## src/include/avg_config.svh

```systemverilog
// moving-average filter configuration: sample width, largest window and APB address width
`ifndef AVG_CONFIG_SVH
`define AVG_CONFIG_SVH

// width of one sample and of one average
`define AVG_DATA_W 16

// log2 of the largest window, so the history is 1 << 4 = 16 deep
`define AVG_MAX_LOG2 4

// the register map fits in 4 address bits
`define AVG_ADDR_W 4

// the sum must hold a full window of maximum samples without overflow
// which gives AVG_DATA_W + AVG_MAX_LOG2 = 20 bits

`endif

```

## src/hdl/avg_pkg.sv

```systemverilog
// moving-average filter package with the sample, window select and register offset types
`default_nettype none

`include "avg_config.svh"

package avg_pkg;

	// one sample or one average
	typedef logic [`AVG_DATA_W-1:0] sample_t;

	// window select as written by software, codes 5 to 7 act as 16
	typedef logic [2:0] win_sel_t;

	// ~~~~~~~~~~~~~~~~~~~~~~~~~~~~~~~~~~~~~~~~~~~~~~~~~~~~~~~~~~~~~~~~~~~~~~~~~~~
	// register offsets in the APB window
	// ~~~~~~~~~~~~~~~~~~~~~~~~~~~~~~~~~~~~~~~~~~~~~~~~~~~~~~~~~~~~~~~~~~~~~~~~~~~
	typedef enum logic [`AVG_ADDR_W-1:0] {
		REG_CTRL  = 4'h0, // win_sel and enable
		REG_CLEAR = 4'h4, // write 1 to bit 0 to clear the history
		REG_LAST  = 4'h8, // most recent average, read only
		REG_COUNT = 4'hC  // averages since the last clear, read only
	} reg_addr_e;

endpackage

`default_nettype wire

```

## src/hdl/avg_apb_regs.sv

```systemverilog
// APB register block for the moving-average filter with control, clear and status registers
`default_nettype none

`include "avg_config.svh"

module avg_apb_regs import avg_pkg::*; (
	input  wire                    clk,
	input  wire                    rst_n,
	input  wire                    psel,
	input  wire                    penable,
	input  wire                    pwrite,
	input  wire [`AVG_ADDR_W-1:0]  paddr,
	input  wire [31:0]             pwdata,
	input  wire                    avg_valid,
	input  wire sample_t           avg_data,
	output logic [31:0]            prdata,
	output logic                   pslverr,
	output win_sel_t               win_sel,
	output logic                   enable,
	output logic                   clear_hist
);

	localparam int PAD_W = 32 - `AVG_DATA_W;

	logic        access;
	logic        wr_en;
	logic        addr_err;
	reg_addr_e   addr;
	sample_t     last_avg;
	logic [15:0] avg_count;

	assign access = psel && penable; // APB access phase
	assign wr_en  = access && pwrite;
	assign addr   = reg_addr_e'(paddr);

	// ~~~~~~~~~~~~~~~~~~~~~~~~~~~~~~~~~~~~~~~~~~~~~~~~~~~~~~~~~~~~~~~~~~~~~~~~~~~
	// control register and clear pulse
	// ~~~~~~~~~~~~~~~~~~~~~~~~~~~~~~~~~~~~~~~~~~~~~~~~~~~~~~~~~~~~~~~~~~~~~~~~~~~
	always_ff @(posedge clk or negedge rst_n) begin
		if (!rst_n) begin
			win_sel    <= '0;
			enable     <= 1'b0;
			clear_hist <= 1'b0;
		end else begin
			clear_hist <= wr_en && (addr == REG_CLEAR) && pwdata[0]; // high for one cycle only
			if (wr_en && (addr == REG_CTRL)) begin
				win_sel <= pwdata[2:0];
				enable  <= pwdata[3];
			end
		end
	end

	// status capture, a clear restarts both registers
	always_ff @(posedge clk or negedge rst_n) begin
		if (!rst_n) begin
			last_avg  <= '0;
			avg_count <= '0;
		end else if (clear_hist) begin
			last_avg  <= '0;
			avg_count <= '0;
		end else if (avg_valid) begin
			last_avg  <= avg_data;
			avg_count <= avg_count + 16'd1; // wraps on overflow
		end
	end

	// ~~~~~~~~~~~~~~~~~~~~~~~~~~~~~~~~~~~~~~~~~~~~~~~~~~~~~~~~~~~~~~~~~~~~~~~~~~~
	// read mux and error decode
	// ~~~~~~~~~~~~~~~~~~~~~~~~~~~~~~~~~~~~~~~~~~~~~~~~~~~~~~~~~~~~~~~~~~~~~~~~~~~
	always_comb begin
		prdata   = '0;
		addr_err = 1'b0;
		case (addr)
			REG_CTRL: begin
				prdata = {28'd0, enable, win_sel};
			end
			REG_CLEAR: begin
				prdata = '0; // the clear is a pulse, nothing to read back
			end
			REG_LAST: begin
				prdata   = {{PAD_W{1'b0}}, last_avg};
				addr_err = pwrite;
			end
			REG_COUNT: begin
				prdata   = {16'd0, avg_count};
				addr_err = pwrite; // read-only register
			end
			default: begin
				addr_err = 1'b1;
			end
		endcase
	end

	assign pslverr = access && addr_err;

	// back-to-back APB transfers always have a setup cycle in between
	a_clear_pulse: assert property (@(posedge clk) disable iff (!rst_n)
		clear_hist |=> !clear_hist);

	a_err_in_access: assert property (@(posedge clk) disable iff (!rst_n)
		!(psel && penable) |-> !pslverr);

endmodule

`default_nettype wire

```

## src/hdl/moving_avg.sv

```systemverilog
// moving-average core with a 16-deep history, a selectable-window adder and output scaling
`default_nettype none

`include "avg_config.svh"

module moving_avg import avg_pkg::*; (
	input  wire           clk,
	input  wire           rst_n,
	input  wire win_sel_t win_sel,
	input  wire           enable,
	input  wire           clear_hist,
	input  wire           sample_valid,
	input  wire sample_t  sample_data,
	output logic          avg_valid,
	output sample_t       avg_data
);

	localparam int DEPTH = 1 << `AVG_MAX_LOG2;
	localparam int SUM_W = `AVG_DATA_W + `AVG_MAX_LOG2;

	sample_t                 hist [DEPTH];
	logic                    accept;
	win_sel_t                shift_sel;
	logic [`AVG_MAX_LOG2:0]  win_len;
	logic [SUM_W-1:0]        sum_d;
	logic [SUM_W-1:0]        sum_q;
	win_sel_t                shift_q;
	logic                    valid_q;

	assign accept = sample_valid && enable;

	// codes above the largest window act as the largest window
	always_comb begin
		if (win_sel > win_sel_t'(`AVG_MAX_LOG2))
			shift_sel = win_sel_t'(`AVG_MAX_LOG2);
		else
			shift_sel = win_sel;
	end

	assign win_len = (`AVG_MAX_LOG2 + 1)'(1) << shift_sel;

	// ~~~~~~~~~~~~~~~~~~~~~~~~~~~~~~~~~~~~~~~~~~~~~~~~~~~~~~~~~~~~~~~~~~~~~~~~~~~
	// history line, hist[0] is the most recent accepted sample
	// ~~~~~~~~~~~~~~~~~~~~~~~~~~~~~~~~~~~~~~~~~~~~~~~~~~~~~~~~~~~~~~~~~~~~~~~~~~~
	always_ff @(posedge clk or negedge rst_n) begin
		if (!rst_n) begin
			for (int i = 0; i < DEPTH; i++)
				hist[i] <= '0;
		end else if (clear_hist) begin
			for (int i = 0; i < DEPTH; i++)
				hist[i] <= '0;
		end else if (accept) begin
			hist[0] <= sample_data;
			for (int i = 1; i < DEPTH; i++)
				hist[i] <= hist[i-1];
		end
	end

	// current sample plus the previous window-minus-one samples
	always_comb begin
		sum_d = SUM_W'(sample_data);
		for (int i = 0; i < DEPTH; i++) begin
			if (i < int'(win_len) - 1)
				sum_d = sum_d + SUM_W'(hist[i]);
		end
	end

	// ~~~~~~~~~~~~~~~~~~~~~~~~~~~~~~~~~~~~~~~~~~~~~~~~~~~~~~~~~~~~~~~~~~~~~~~~~~~
	// stage 1 registers the sum, stage 2 scales it
	// ~~~~~~~~~~~~~~~~~~~~~~~~~~~~~~~~~~~~~~~~~~~~~~~~~~~~~~~~~~~~~~~~~~~~~~~~~~~
	always_ff @(posedge clk or negedge rst_n) begin
		if (!rst_n) begin
			valid_q   <= 1'b0;
			avg_valid <= 1'b0;
		end else begin
			valid_q   <= accept && !clear_hist; // a clear drops the sample too
			avg_valid <= valid_q && !clear_hist;
		end
	end

	// the window travels with its sum so a later win_sel change does not matter
	always_ff @(posedge clk) begin
		sum_q    <= sum_d;
		shift_q  <= shift_sel;
		avg_data <= sample_t'(sum_q >> shift_q); // truncates, no rounding
	end

	a_latency: assert property (@(posedge clk) disable iff (!rst_n)
		(accept && !clear_hist) ##1 !clear_hist |=> avg_valid);

	a_no_spurious: assert property (@(posedge clk) disable iff (!rst_n)
		avg_valid |-> $past(accept && !clear_hist, 2));

	a_shift_range: assert property (@(posedge clk) disable iff (!rst_n)
		valid_q |-> (shift_q <= win_sel_t'(`AVG_MAX_LOG2)));

endmodule

`default_nettype wire

```

## src/hdl/avg_top.sv

```systemverilog
// moving-average filter top level joining the APB register block to the filter core
`default_nettype none

`include "avg_config.svh"

module avg_top import avg_pkg::*; (
	input  wire                    clk,
	input  wire                    rst_n,
	input  wire                    psel,
	input  wire                    penable,
	input  wire                    pwrite,
	input  wire [`AVG_ADDR_W-1:0]  paddr,
	input  wire [31:0]             pwdata,
	input  wire                    sample_valid,
	input  wire sample_t           sample_data,
	output logic [31:0]            prdata,
	output logic                   pslverr,
	output logic                   avg_valid,
	output sample_t                avg_data
);

	// control from the registers into the core
	win_sel_t win_sel;
	logic     enable;
	logic     clear_hist;

	avg_apb_regs u_regs (
		.clk        (clk),
		.rst_n      (rst_n),
		.psel       (psel),
		.penable    (penable),
		.pwrite     (pwrite),
		.paddr      (paddr),
		.pwdata     (pwdata),
		.avg_valid  (avg_valid), // status capture taps the output stream
		.avg_data   (avg_data),
		.prdata     (prdata),
		.pslverr    (pslverr),
		.win_sel    (win_sel),
		.enable     (enable),
		.clear_hist (clear_hist)
	);

	moving_avg u_filter (
		.clk          (clk),
		.rst_n        (rst_n),
		.win_sel      (win_sel),
		.enable       (enable),
		.clear_hist   (clear_hist),
		.sample_valid (sample_valid),
		.sample_data  (sample_data),
		.avg_valid    (avg_valid),
		.avg_data     (avg_data)
	);

endmodule

`default_nettype wire

```

## config.mk

```make
export PLATFORM = sky130hd
export DESIGN_NAME = avg_top
export DESIGN_NICKNAME = d
export VERILOG_FILES = /design/src/hdl/avg_pkg.sv /design/src/hdl/avg_apb_regs.sv /design/src/hdl/moving_avg.sv /design/src/hdl/avg_top.sv
export VERILOG_INCLUDE_DIRS = /design/src /design/src/include
export SDC_FILE = /design/constraint.sdc
export NUM_CORES = 1
export LEC_CHECK = 0
export ABC_CLOCK_PERIOD_IN_PS = 16970
export BUFFER_PORTS_ARGS = -buffer_cell sky130_fd_sc_hd__buf_2
export CORE_MARGIN = 5
export CORE_UTILIZATION = 55
export CTS_CLUSTER_DIAMETER = 200
export CTS_CLUSTER_SIZE = 40
export DETAILED_ROUTE_END_ITERATION = 8
export PLACE_DENSITY_LB_ADDON = 0.15
export SETUP_SLACK_MARGIN = 0.5
export SKIP_CTS_REPAIR_TIMING = 1
export SLEW_MARGIN = 20
export SYNTH_ARGS = -nofsm -noshare
export SYNTH_HDL_FRONTEND = slang
export SYNTH_HIERARCHICAL = 1
export SYNTH_SLANG_ARGS = --single-unit
```

## constraint.sdc

```tcl
create_clock -name clk -period 16.97 [get_ports clk]
set_input_delay 0.8485 -clock clk [delete_from_list [all_inputs] [get_ports clk]]
set_output_delay 0.8485 -clock clk [all_outputs]
set_load 0.01 [all_outputs]
```

# Word-level counts from Yosys, hierarchy flattened
# Cells that the tools add are included.
# W data, S select, Z words.
op_classes:
  n_reduce_logical: 15
  n_shift: 2
  addsub: 18
  n_eq_ne: 3
  n_mux: 25
  n_lt_le_gt_ge: 17
ops:
  columns: ["operator", "n"]
  rows:
  - ["$mux W256", 2]
  - ["$mux W20", 16]
  - ["$add A20 B16 Y20", 15]
  - ["$lt A5 B32 Y1 const A", 8]
  - ["$lt A4 B32 Y1 const A", 4]
  - ["$lt A3 B32 Y1 const A", 2]
  - ["$mux W16", 4]
  - ["$pmux W16 S3", 1]
  - ["$lt A1 B32 Y1 const A", 1]
  - ["$lt A2 B32 Y1 const A", 1]
  - ["$shr A20 B3 Y16", 1]
  - ["$add A16 B16 Y17", 1]
  - ["$add A16 B1 Y16 const B", 1]
  - ["$logic_and A1 B1 Y1", 9]
  - ["$eq A4 B4 Y1 const B", 2]
  - ["$sub A5 B1 Y6 const B", 1]
  - ["$shl A1 B3 Y5 const A", 1]
  - ["$eq A4 B3 Y1 const B", 1]
  - ["$logic_not A4 Y1", 1]
  - ["$reduce_bool A2 Y1", 2]
  - ["$reduce_or A2 Y1", 2]
  - ["$gt A3 B3 Y1 const B", 1]
  - ["$mux W3", 1]
  - ["$pmux W1 S2", 1]
  - ["$logic_not A1 Y1", 1]
word_totals:
  inputBits: 58
  register_bits: 334
  output_inout_bits: 50

# Depth between registers and ports, before layout
# Gate-level depths: netlist (run 1).
logic_depth:
  depth_word: 36
  mapped_depth: 89
  mapped_depth_nobuf: 88

# Cells and area by module
# The synthesis (run 1) kept the hierarchy.
modules_own_cells:
  columns: ["mod", "seq_area_each_um2", "area_each_um2", "cells_per_inst", "n_inst"]
  rows:
  - ["moving_avg", 6836.6, 24337.1, 2730, 1]
  - ["avg_apb_regs", 925.9, 2043.2, 206, 1]

# Worst setup path before layout (run 1)
# OpenSTA, ideal clock, no wires.
synth_path:
  path_type: "register to register"
  from: "register u_regs.win_sel[2]"
  to: "register u_filter.sum_q[19]"
  arrival_ns: 16.737
  setup_slack_ns: 0.112
  path_stages_with_launch: 81
  path_cell_list: "dfrtp_1 > clkbuf_1 > clkbuf_1 > or3_1 > clkbuf_1 > clkbuf_1 > mux2_2 > ha_1 > fa_1 > a211o_1 > o211ai_1 > nand2b_1 > a21oi_1 > xnor2_1 > a21o_1 > ha_1 > or2_2 > a2111oi_4 > [45 not listed] > a21o_1 > ha_1 > xor2_1 > a21o_1 > ha_1 > nand4_1 > o41a_1 > xor2_1 > a21oi_1 > ha_1 > nand2_1 > o41a_1 > o21a_1 > mux2_2 > or3_1 > nor3_1 > o21ai_1 > xnor2_1"
synth_between:
  elab_chain_len: 36
synth_rtl:
  columns: ["item", "line_no", "source"]
  rows:
  - ["start: declaration", "avg_apb_regs.sv:18", "output win_sel_t win_sel,"]
  - ["start signal: assignment", "avg_apb_regs.sv:47", "win_sel <= pwdata[2:0];"]
  - ["$gt A3 B3 Y1", "moving_avg.sv:34", "if (win_sel > win_sel_t'(`AVG_MAX_LOG2))"]
  - ["$mux W3 (*)", "moving_avg.sv:34", null]
  - ["$shl A1 B3 Y5 (*)", "moving_avg.sv:40", "assign win_len = (`AVG_MAX_LOG2 + 1)'(1) << shift_sel;"]
  - ["$sub A5 B1 Y6 (*)", "moving_avg.sv:63", "if (i < int'(win_len) - 1)"]
  - ["$lt A1 B32 Y1", "moving_avg.sv:63", null]
  - ["$mux W20", "moving_avg.sv:63", null]
  - ["$add A20 B16 Y20", "moving_avg.sv:64", "sum_d = sum_d + SUM_W'(hist[i]);"]
  - ["$mux W20", "moving_avg.sv:63", null]
  - ["[21 not listed]", null, null]
  - ["$mux W20", "moving_avg.sv:63", null]
  - ["$add A20 B16 Y20", "moving_avg.sv:64", null]
  - ["$mux W20", "moving_avg.sv:63", null]
  - ["$add A20 B16 Y20", "moving_avg.sv:64", null]
  - ["$mux W20", "moving_avg.sv:63", null]
  - ["$add A20 B16 Y20", "moving_avg.sv:64", null]
  - ["$mux W20 (*)", "moving_avg.sv:63", null]
  - ["named net u_filter.sum_d[19]", "moving_avg.sv:25", "logic [SUM_W-1:0] sum_d;"]
  - ["end signal: assignment", "moving_avg.sv:83", "sum_q <= sum_d;"]
  - ["end: declaration", "moving_avg.sv:26", "logic [SUM_W-1:0] sum_q;"]
# Mark *: on every way through the listed nets, which the timed path passes. The rest lies on a longest branch.
# A chain may end at the register's enable or synchronous reset.

# Worst setup path after layout (run 1)
# Same ends and word-level chain as after synthesis.

==> impl_metrics.toml, run 1 <==
[outcome]
status = "finished, final reports clean"

[logic_synthesis]
synth_area_per_cell_um2 = 8.99
synth_top_area_share_pct = 26.5
netlist-cell-type-count = 114
synth-edff-count = 0
synth_area_um2 = 26400
synth_seq_cells = 318
synthTopCellsByArea = "dfrtp_1 (26%), ha_1 (12%), a22o_1 (8.5%), a21o_1 (5.9%), xnor2_1 (5.1%)"
yosysMostFrequentCell = "dfrtp_1"
synth_common_cells = "dfrtp_1 (279), a22o_1 (255), ha_1 (245)"
post-synth-top-area-cell = "dfrtp_1"
synth-seq-area-share_pct = 29.4
async_flop_share_pct = 87.7
yosys_warnings = 6
synth_ff_type = "dfrtp_1"
syn_inst = 2936

[final_layout]
postLayoutCellArea_um2 = 32400
final_util_pct = 68.2
antenna_cells = 0
nNetsFinal = 3670
layout-drive-gt1-share_pct = 25.6
fill_cells = 3792
finalNonFillerCells = 3969
area_growth_pct = 23.0

[worst_setup_path]
reg2reg_from = "u_regs/win_sel[2]"
slowest_delay_ns = 0.51
arrival_ns = 16.80
crit_slowest_cell = "fa_2"
cp-start-kind = "flip-flop"
endpoint_kind = "flip-flop"
cp_max_fo = 5
worst_ep_required_time_ns = 17.41
critPathKind = "reg -> reg"
reg2reg_setup_slack_ns = 0.61
crit_path_start = "u_regs/win_sel[2]"

[clocking]
cts_tree = "built"
cts_num_sinks = 318
path_clk_slew_ns = 0.17
htree_levels = 1
clk_latency_ns = 0.54
root_buffer = "clkbuf_16"
numCtsBuffers = 11
cts_buffer_depth = 3

[floorplan]
rows = 80
ioPinCount = 108
initial_utilization_pct = 55.5
die_y_um = 229
fp.dieW_um = 229
coreArea_um2 = 47500
die_area_um2 = 52400

[placed_design]
hpwl_um = 54400
gp_congestion = 0.902
postPlaceCellArea_um2 = 30200
dp.cells = 3904
portBuffers = 63

[routing]
wire_per_inst_um = 19.2
ant_nets = 0
drt_iter0_drc = 1851
num_vias = 24400
drc_errors = 0
viasPerCell = 6.15
drt_first_pass_iters = 5
finalWirelength_um = 76200

[global_routing]
grt-ovfl-total = 0
grt_pass1_vias = 23600
grt_pass1_wl_um = 120000
antenna_found_initial = 1
grtUsageTotal_pct = 26.7
grt_max_degree = 184

[sta]
slew_violations = 0
rsz0062_at_grt = "true"
setup_violations = 0
fmax_mhz = 61.1
hold_viol_final = 0
tightest_slew_ns = 1.05
post-route-period-util_pct = 96.4
finalClockSkew_ns = 0.0336
fin_crit_ns = 16.36
relSlewSlack_pct = 30.1

[hold_path]
hold_path.class = "in -> async"

[power]
power.leakage_nw = 16.2
power_density_nw_per_um2 = 162
peakVddDrop_mv = 0.0961
total_power_mw = 5.26

[flow_run]
max-cap-violations = 0
==> worst max-delay path: cells and delay by family (launching register included) <==
kind / cells / cell delay, ns
mux: 2 / 0.58
flops: 1 / 0.50
simple gates: 15 / 2.63
xor+xnor: 12 / 1.64
buf+inv: 6 / 0.81
fa+ha+maj: 15 / 4.33
compound gates: 30 / 5.74
==> worst paths after layout <==
path	end	cells past startpoint
hold reg to reg	u_filter/avg_valid	1
setup / recovery	u_filter/sum_q[19]	80
hold / removal	u_regs/last_avg[11]	1
max in group asynchronous	u_filter/hist[245]	3
min in group clk	u_filter/avg_valid	1
setup reg to reg	u_filter/sum_q[19]	80
==> cells in the final DEF, fill, tap and decap left out, types with 16 or more instances in the layout <==
cell,count
xor2_1,59
buf_2,62
a31oi_1,16
conb_1,16
nand2b_1,36
nand4_1,22
o211ai_1,18
inv_1,119
and3_1,19
a31o_2,17
dfrtp_1,277
nand3_1,45
o21bai_1,45
xnor2_1,145
o21ai_2,18
buf_4,456
ha_4,44
o21a_1,37
mux2_2,20
nor2_1,188
a21oi_1,157
nor2b_1,24
and2_1,28
nand2_1,167
o21ai_0,99
a22o_1,255
o21ai_1,31
mux2i_1,54
a21o_1,209
nor3_1,36
a21oi_2,44
dfxtp_1,39
ha_1,193
==> stage by stage <==
step	setup TNS, ns	hold slack [ns]	setup slack [ns]
4_1_cts	-0.554	0.325	-0.554
5_1_grt	0	0.344	0.0575
3_5_place_dp	-0.982	0.467	-0.833
6_report	0	0.289	0.614
3_3_place_gp	-0.621	0.458	-0.621
2_1_floorplan	0	0.439	0.558
==> power breakdown <==
part	switching, mW	internal, mW
Clock	0.245	0.127
Sequential	0.128	0.887
Combinational	1.94	1.93
Total	2.32	2.94
==> logic make-up after synthesis <==
group           after synthesis  synth area share, %
xor+xnor                    220                 7.56
fa+ha+maj                   260                 12.8
compound gates             1104                 30.2
flops                       318                 29.4
simple gates                684                 12.7
mux                          79                 3.22
buf+inv                     270                 4.12
other cells                   1               0.0142
==> routing by layer <==
metal,up-vias,GRT usage (%),wire length [µm]
met2,503,43.9,36000
met1,12200,39.1,35900
met5,-,0,0
met3,80,2.23,2910
li1,11700,-,-
met4,0,5.02,1370
==> cell type report <==
class,count,area (µm²),area share (%)
clock buffers,15,300,0.926
inverters,126,473,1.46
multi-input cells,2363,19200,59.2
flip-flops and latches,318,7770,23.9
well taps,615,769,2.37
repair buffers,532,3940,12.1
==> registers in the layout, indices dropped and copies added (netlist names) <==
name and count:
u_filter/valid_q 1, u_regs/avg_count 16, u_regs/clear_hist 1, u_filter/avg_data 16, u_filter/shift_q 3, u_regs/win_sel 3
u_filter/sum_q 20, u_filter/hist 240, u_regs/last_avg 16, u_filter/avg_valid 1, u_regs/enable 1
Note: power is estimated with default switching activity, not from simulation.
==> inputs of run 2 (changes only) <==
--- a/config.mk
+++ b/config.mk
@@ -10,5 +10,5 @@
 export BUFFER_PORTS_ARGS = -buffer_cell sky130_fd_sc_hd__buf_2
 export CORE_MARGIN = 5
-export CORE_UTILIZATION = 55
+export CORE_UTILIZATION = 45
 export CTS_CLUSTER_DIAMETER = 200
 export CTS_CLUSTER_SIZE = 40
==> constraint.sdc (replaced) <==
create_clock -name clk -period 16.97 [get_ports clk]
set_input_delay 0.8485 -clock clk [delete_from_list [all_inputs] [get_ports clk]]
set_output_delay 0.8485 -clock clk [all_outputs]
set_load 0.05 [all_outputs]
==> impl_metrics.toml, run 2 (synthesis results as in run 1) <==
[worst_setup_path]
critPathMostFrequentCell = "xnor2_1"
slowest_delay_ns = 0.50
endpoint_kind = "flip-flop"
worst_ep_required_time_ns = 17.38
arrival_ns = 16.53
cp-start-kind = "flip-flop"
cp_max_fo = 4
crit_slowest_cell = "dfrtp_4"
critPathKind = "reg -> reg"

[sta]
rsz0062_at_grt = "true"
finalClockSkew_ns = 0.0410
setup_violations = 0
tightest_slew_ns = 1.20
fin_crit_ns = 16.12
post-route-period-util_pct = 95.0
hold_viol_final = 0
fmax_mhz = 62.0
fin_ws_ns = 0.848
relSlewSlack_pct = 20.0
slew_violations = 0

[global_routing]
antenna_found_initial = 0
grt_max_degree = 203
grt-ovfl-total = 0
grt_pass1_wl_um = 118000
grtUsageTotal_pct = 22.0
grt_pass1_vias = 23400

[final_layout]
final_cell_mix = "buf_4 (335), dfrtp_1 (278), a22o_1 (255)"
antenna_cells = 0
layout-drive-gt1-share_pct = 21.6
final_common_cell = "buf_4"
finalNonFillerCells = 3990
regMostFlops = "u_filter/hist"
fill_cells = 5247
nNetsFinal = 3541
largest_register_ff_count = 240
reg_top3 = "u_filter/hist (240), u_filter/sum_q (20)"
area_growth_pct = 18.5

[hold_path]
hold_path.class = "in -> async"

[placed_design]
pre_cts_ws_ns = -0.355
gp_congestion = 0.931
dp.cells = 3928
portBuffers = 63
hpwl_um = 52700

[clocking]
cts_buffer_depth = 3
cts_num_sinks = 318
cts_tree = "built"
numCtsBuffers = 11
root_buffer = "clkbuf_16"
path_clk_slew_ns = 0.16
htree_levels = 1
clk_latency_ns = 0.54

[floorplan]
die_area_um2 = 63600
ioPinCount = 108
coreArea_um2 = 57900
fp.dieW_um = 252
die_y_um = 252
rows = 88
initial_utilization_pct = 45.5

[power]
power_density_nw_per_um2 = 162
total_power_mw = 5.06
power.leakage_nw = 15.4
peakVddDrop_mv = 0.138

[routing]
drc_errors = 0
viasPerCell = 5.86
drt_first_pass_iters = 5
ant_nets = 0
num_vias = 23400
finalWirelength_um = 74500
wire_per_inst_um = 18.7
drt_iter0_drc = 1390

[flow_run]
max-cap-violations = 0

[outcome]
status = "finished, final reports clean"
run 2: cell type report:
cell class	instances	area (µm²)	share of cell area [%]
clock buffer	15	300	0.960
inverter	126	473	1.51
multi-input combinational	2363	18800	60.2
sequential	318	7770	24.8
tap	765	957	3.06
timing repair buffer	403	2950	9.44
run 2: stage by stage:
step,area (µm²),hold slack [ns],TNS (ns),utilization [%]
after floorplan,26500,0.439,0,-
after global placement,29400,0.442,-0.259,50.7
after detailed placement,29400,0.468,-0.355,50.7
after CTS,29700,0.383,-0.0581,51.2
after global routing,31300,0.415,0,54.0
final,31300,0.353,0,54.0
run 2: path summary, 6_finish.rpt:
kind	startpoint	to	slack [ns]	cells after the start
worst min register to register	u_filter/valid_q	u_filter/avg_valid	0.49	1
worst max-delay path	u_regs/win_sel[2]	u_filter/sum_q[19]	0.85	79
worst max register to register	u_regs/win_sel[2]	u_filter/sum_q[19]	0.85	79
worst min-delay path	rst_n	u_regs/last_avg[14]	0.35	1
max in group asynchronous	rst_n	u_filter/hist[77]	14.50	3
min in group clk	u_filter/valid_q	u_filter/avg_valid	0.49	1
run 2: critical path, delay by kind of cell (launching register included):
family          cells  cell delay [ns]
compound gates     30             5.56
fa+ha+maj          15             4.24
simple gates       16             2.89
xor+xnor           14             1.92
mux                 2             0.58
flops               1             0.50
buf+inv             2             0.32
run 2: power breakdown:
group          leakage [nW]  total, mW  switching, mW  internal [mW]
combinational          11.2       3.66           1.92           1.74
sequential             4.14       1.01          0.127          0.887
clock                 0.146      0.379          0.252          0.126
total                  15.4       5.06           2.30           2.75
run 2: routing by layer:
layer	part of all wire (%)	GRT usage (%)
met1	44	27.8
met4	2.2	5.18
met2	51	41.3
met3	2.7	1.36
met5	0	0
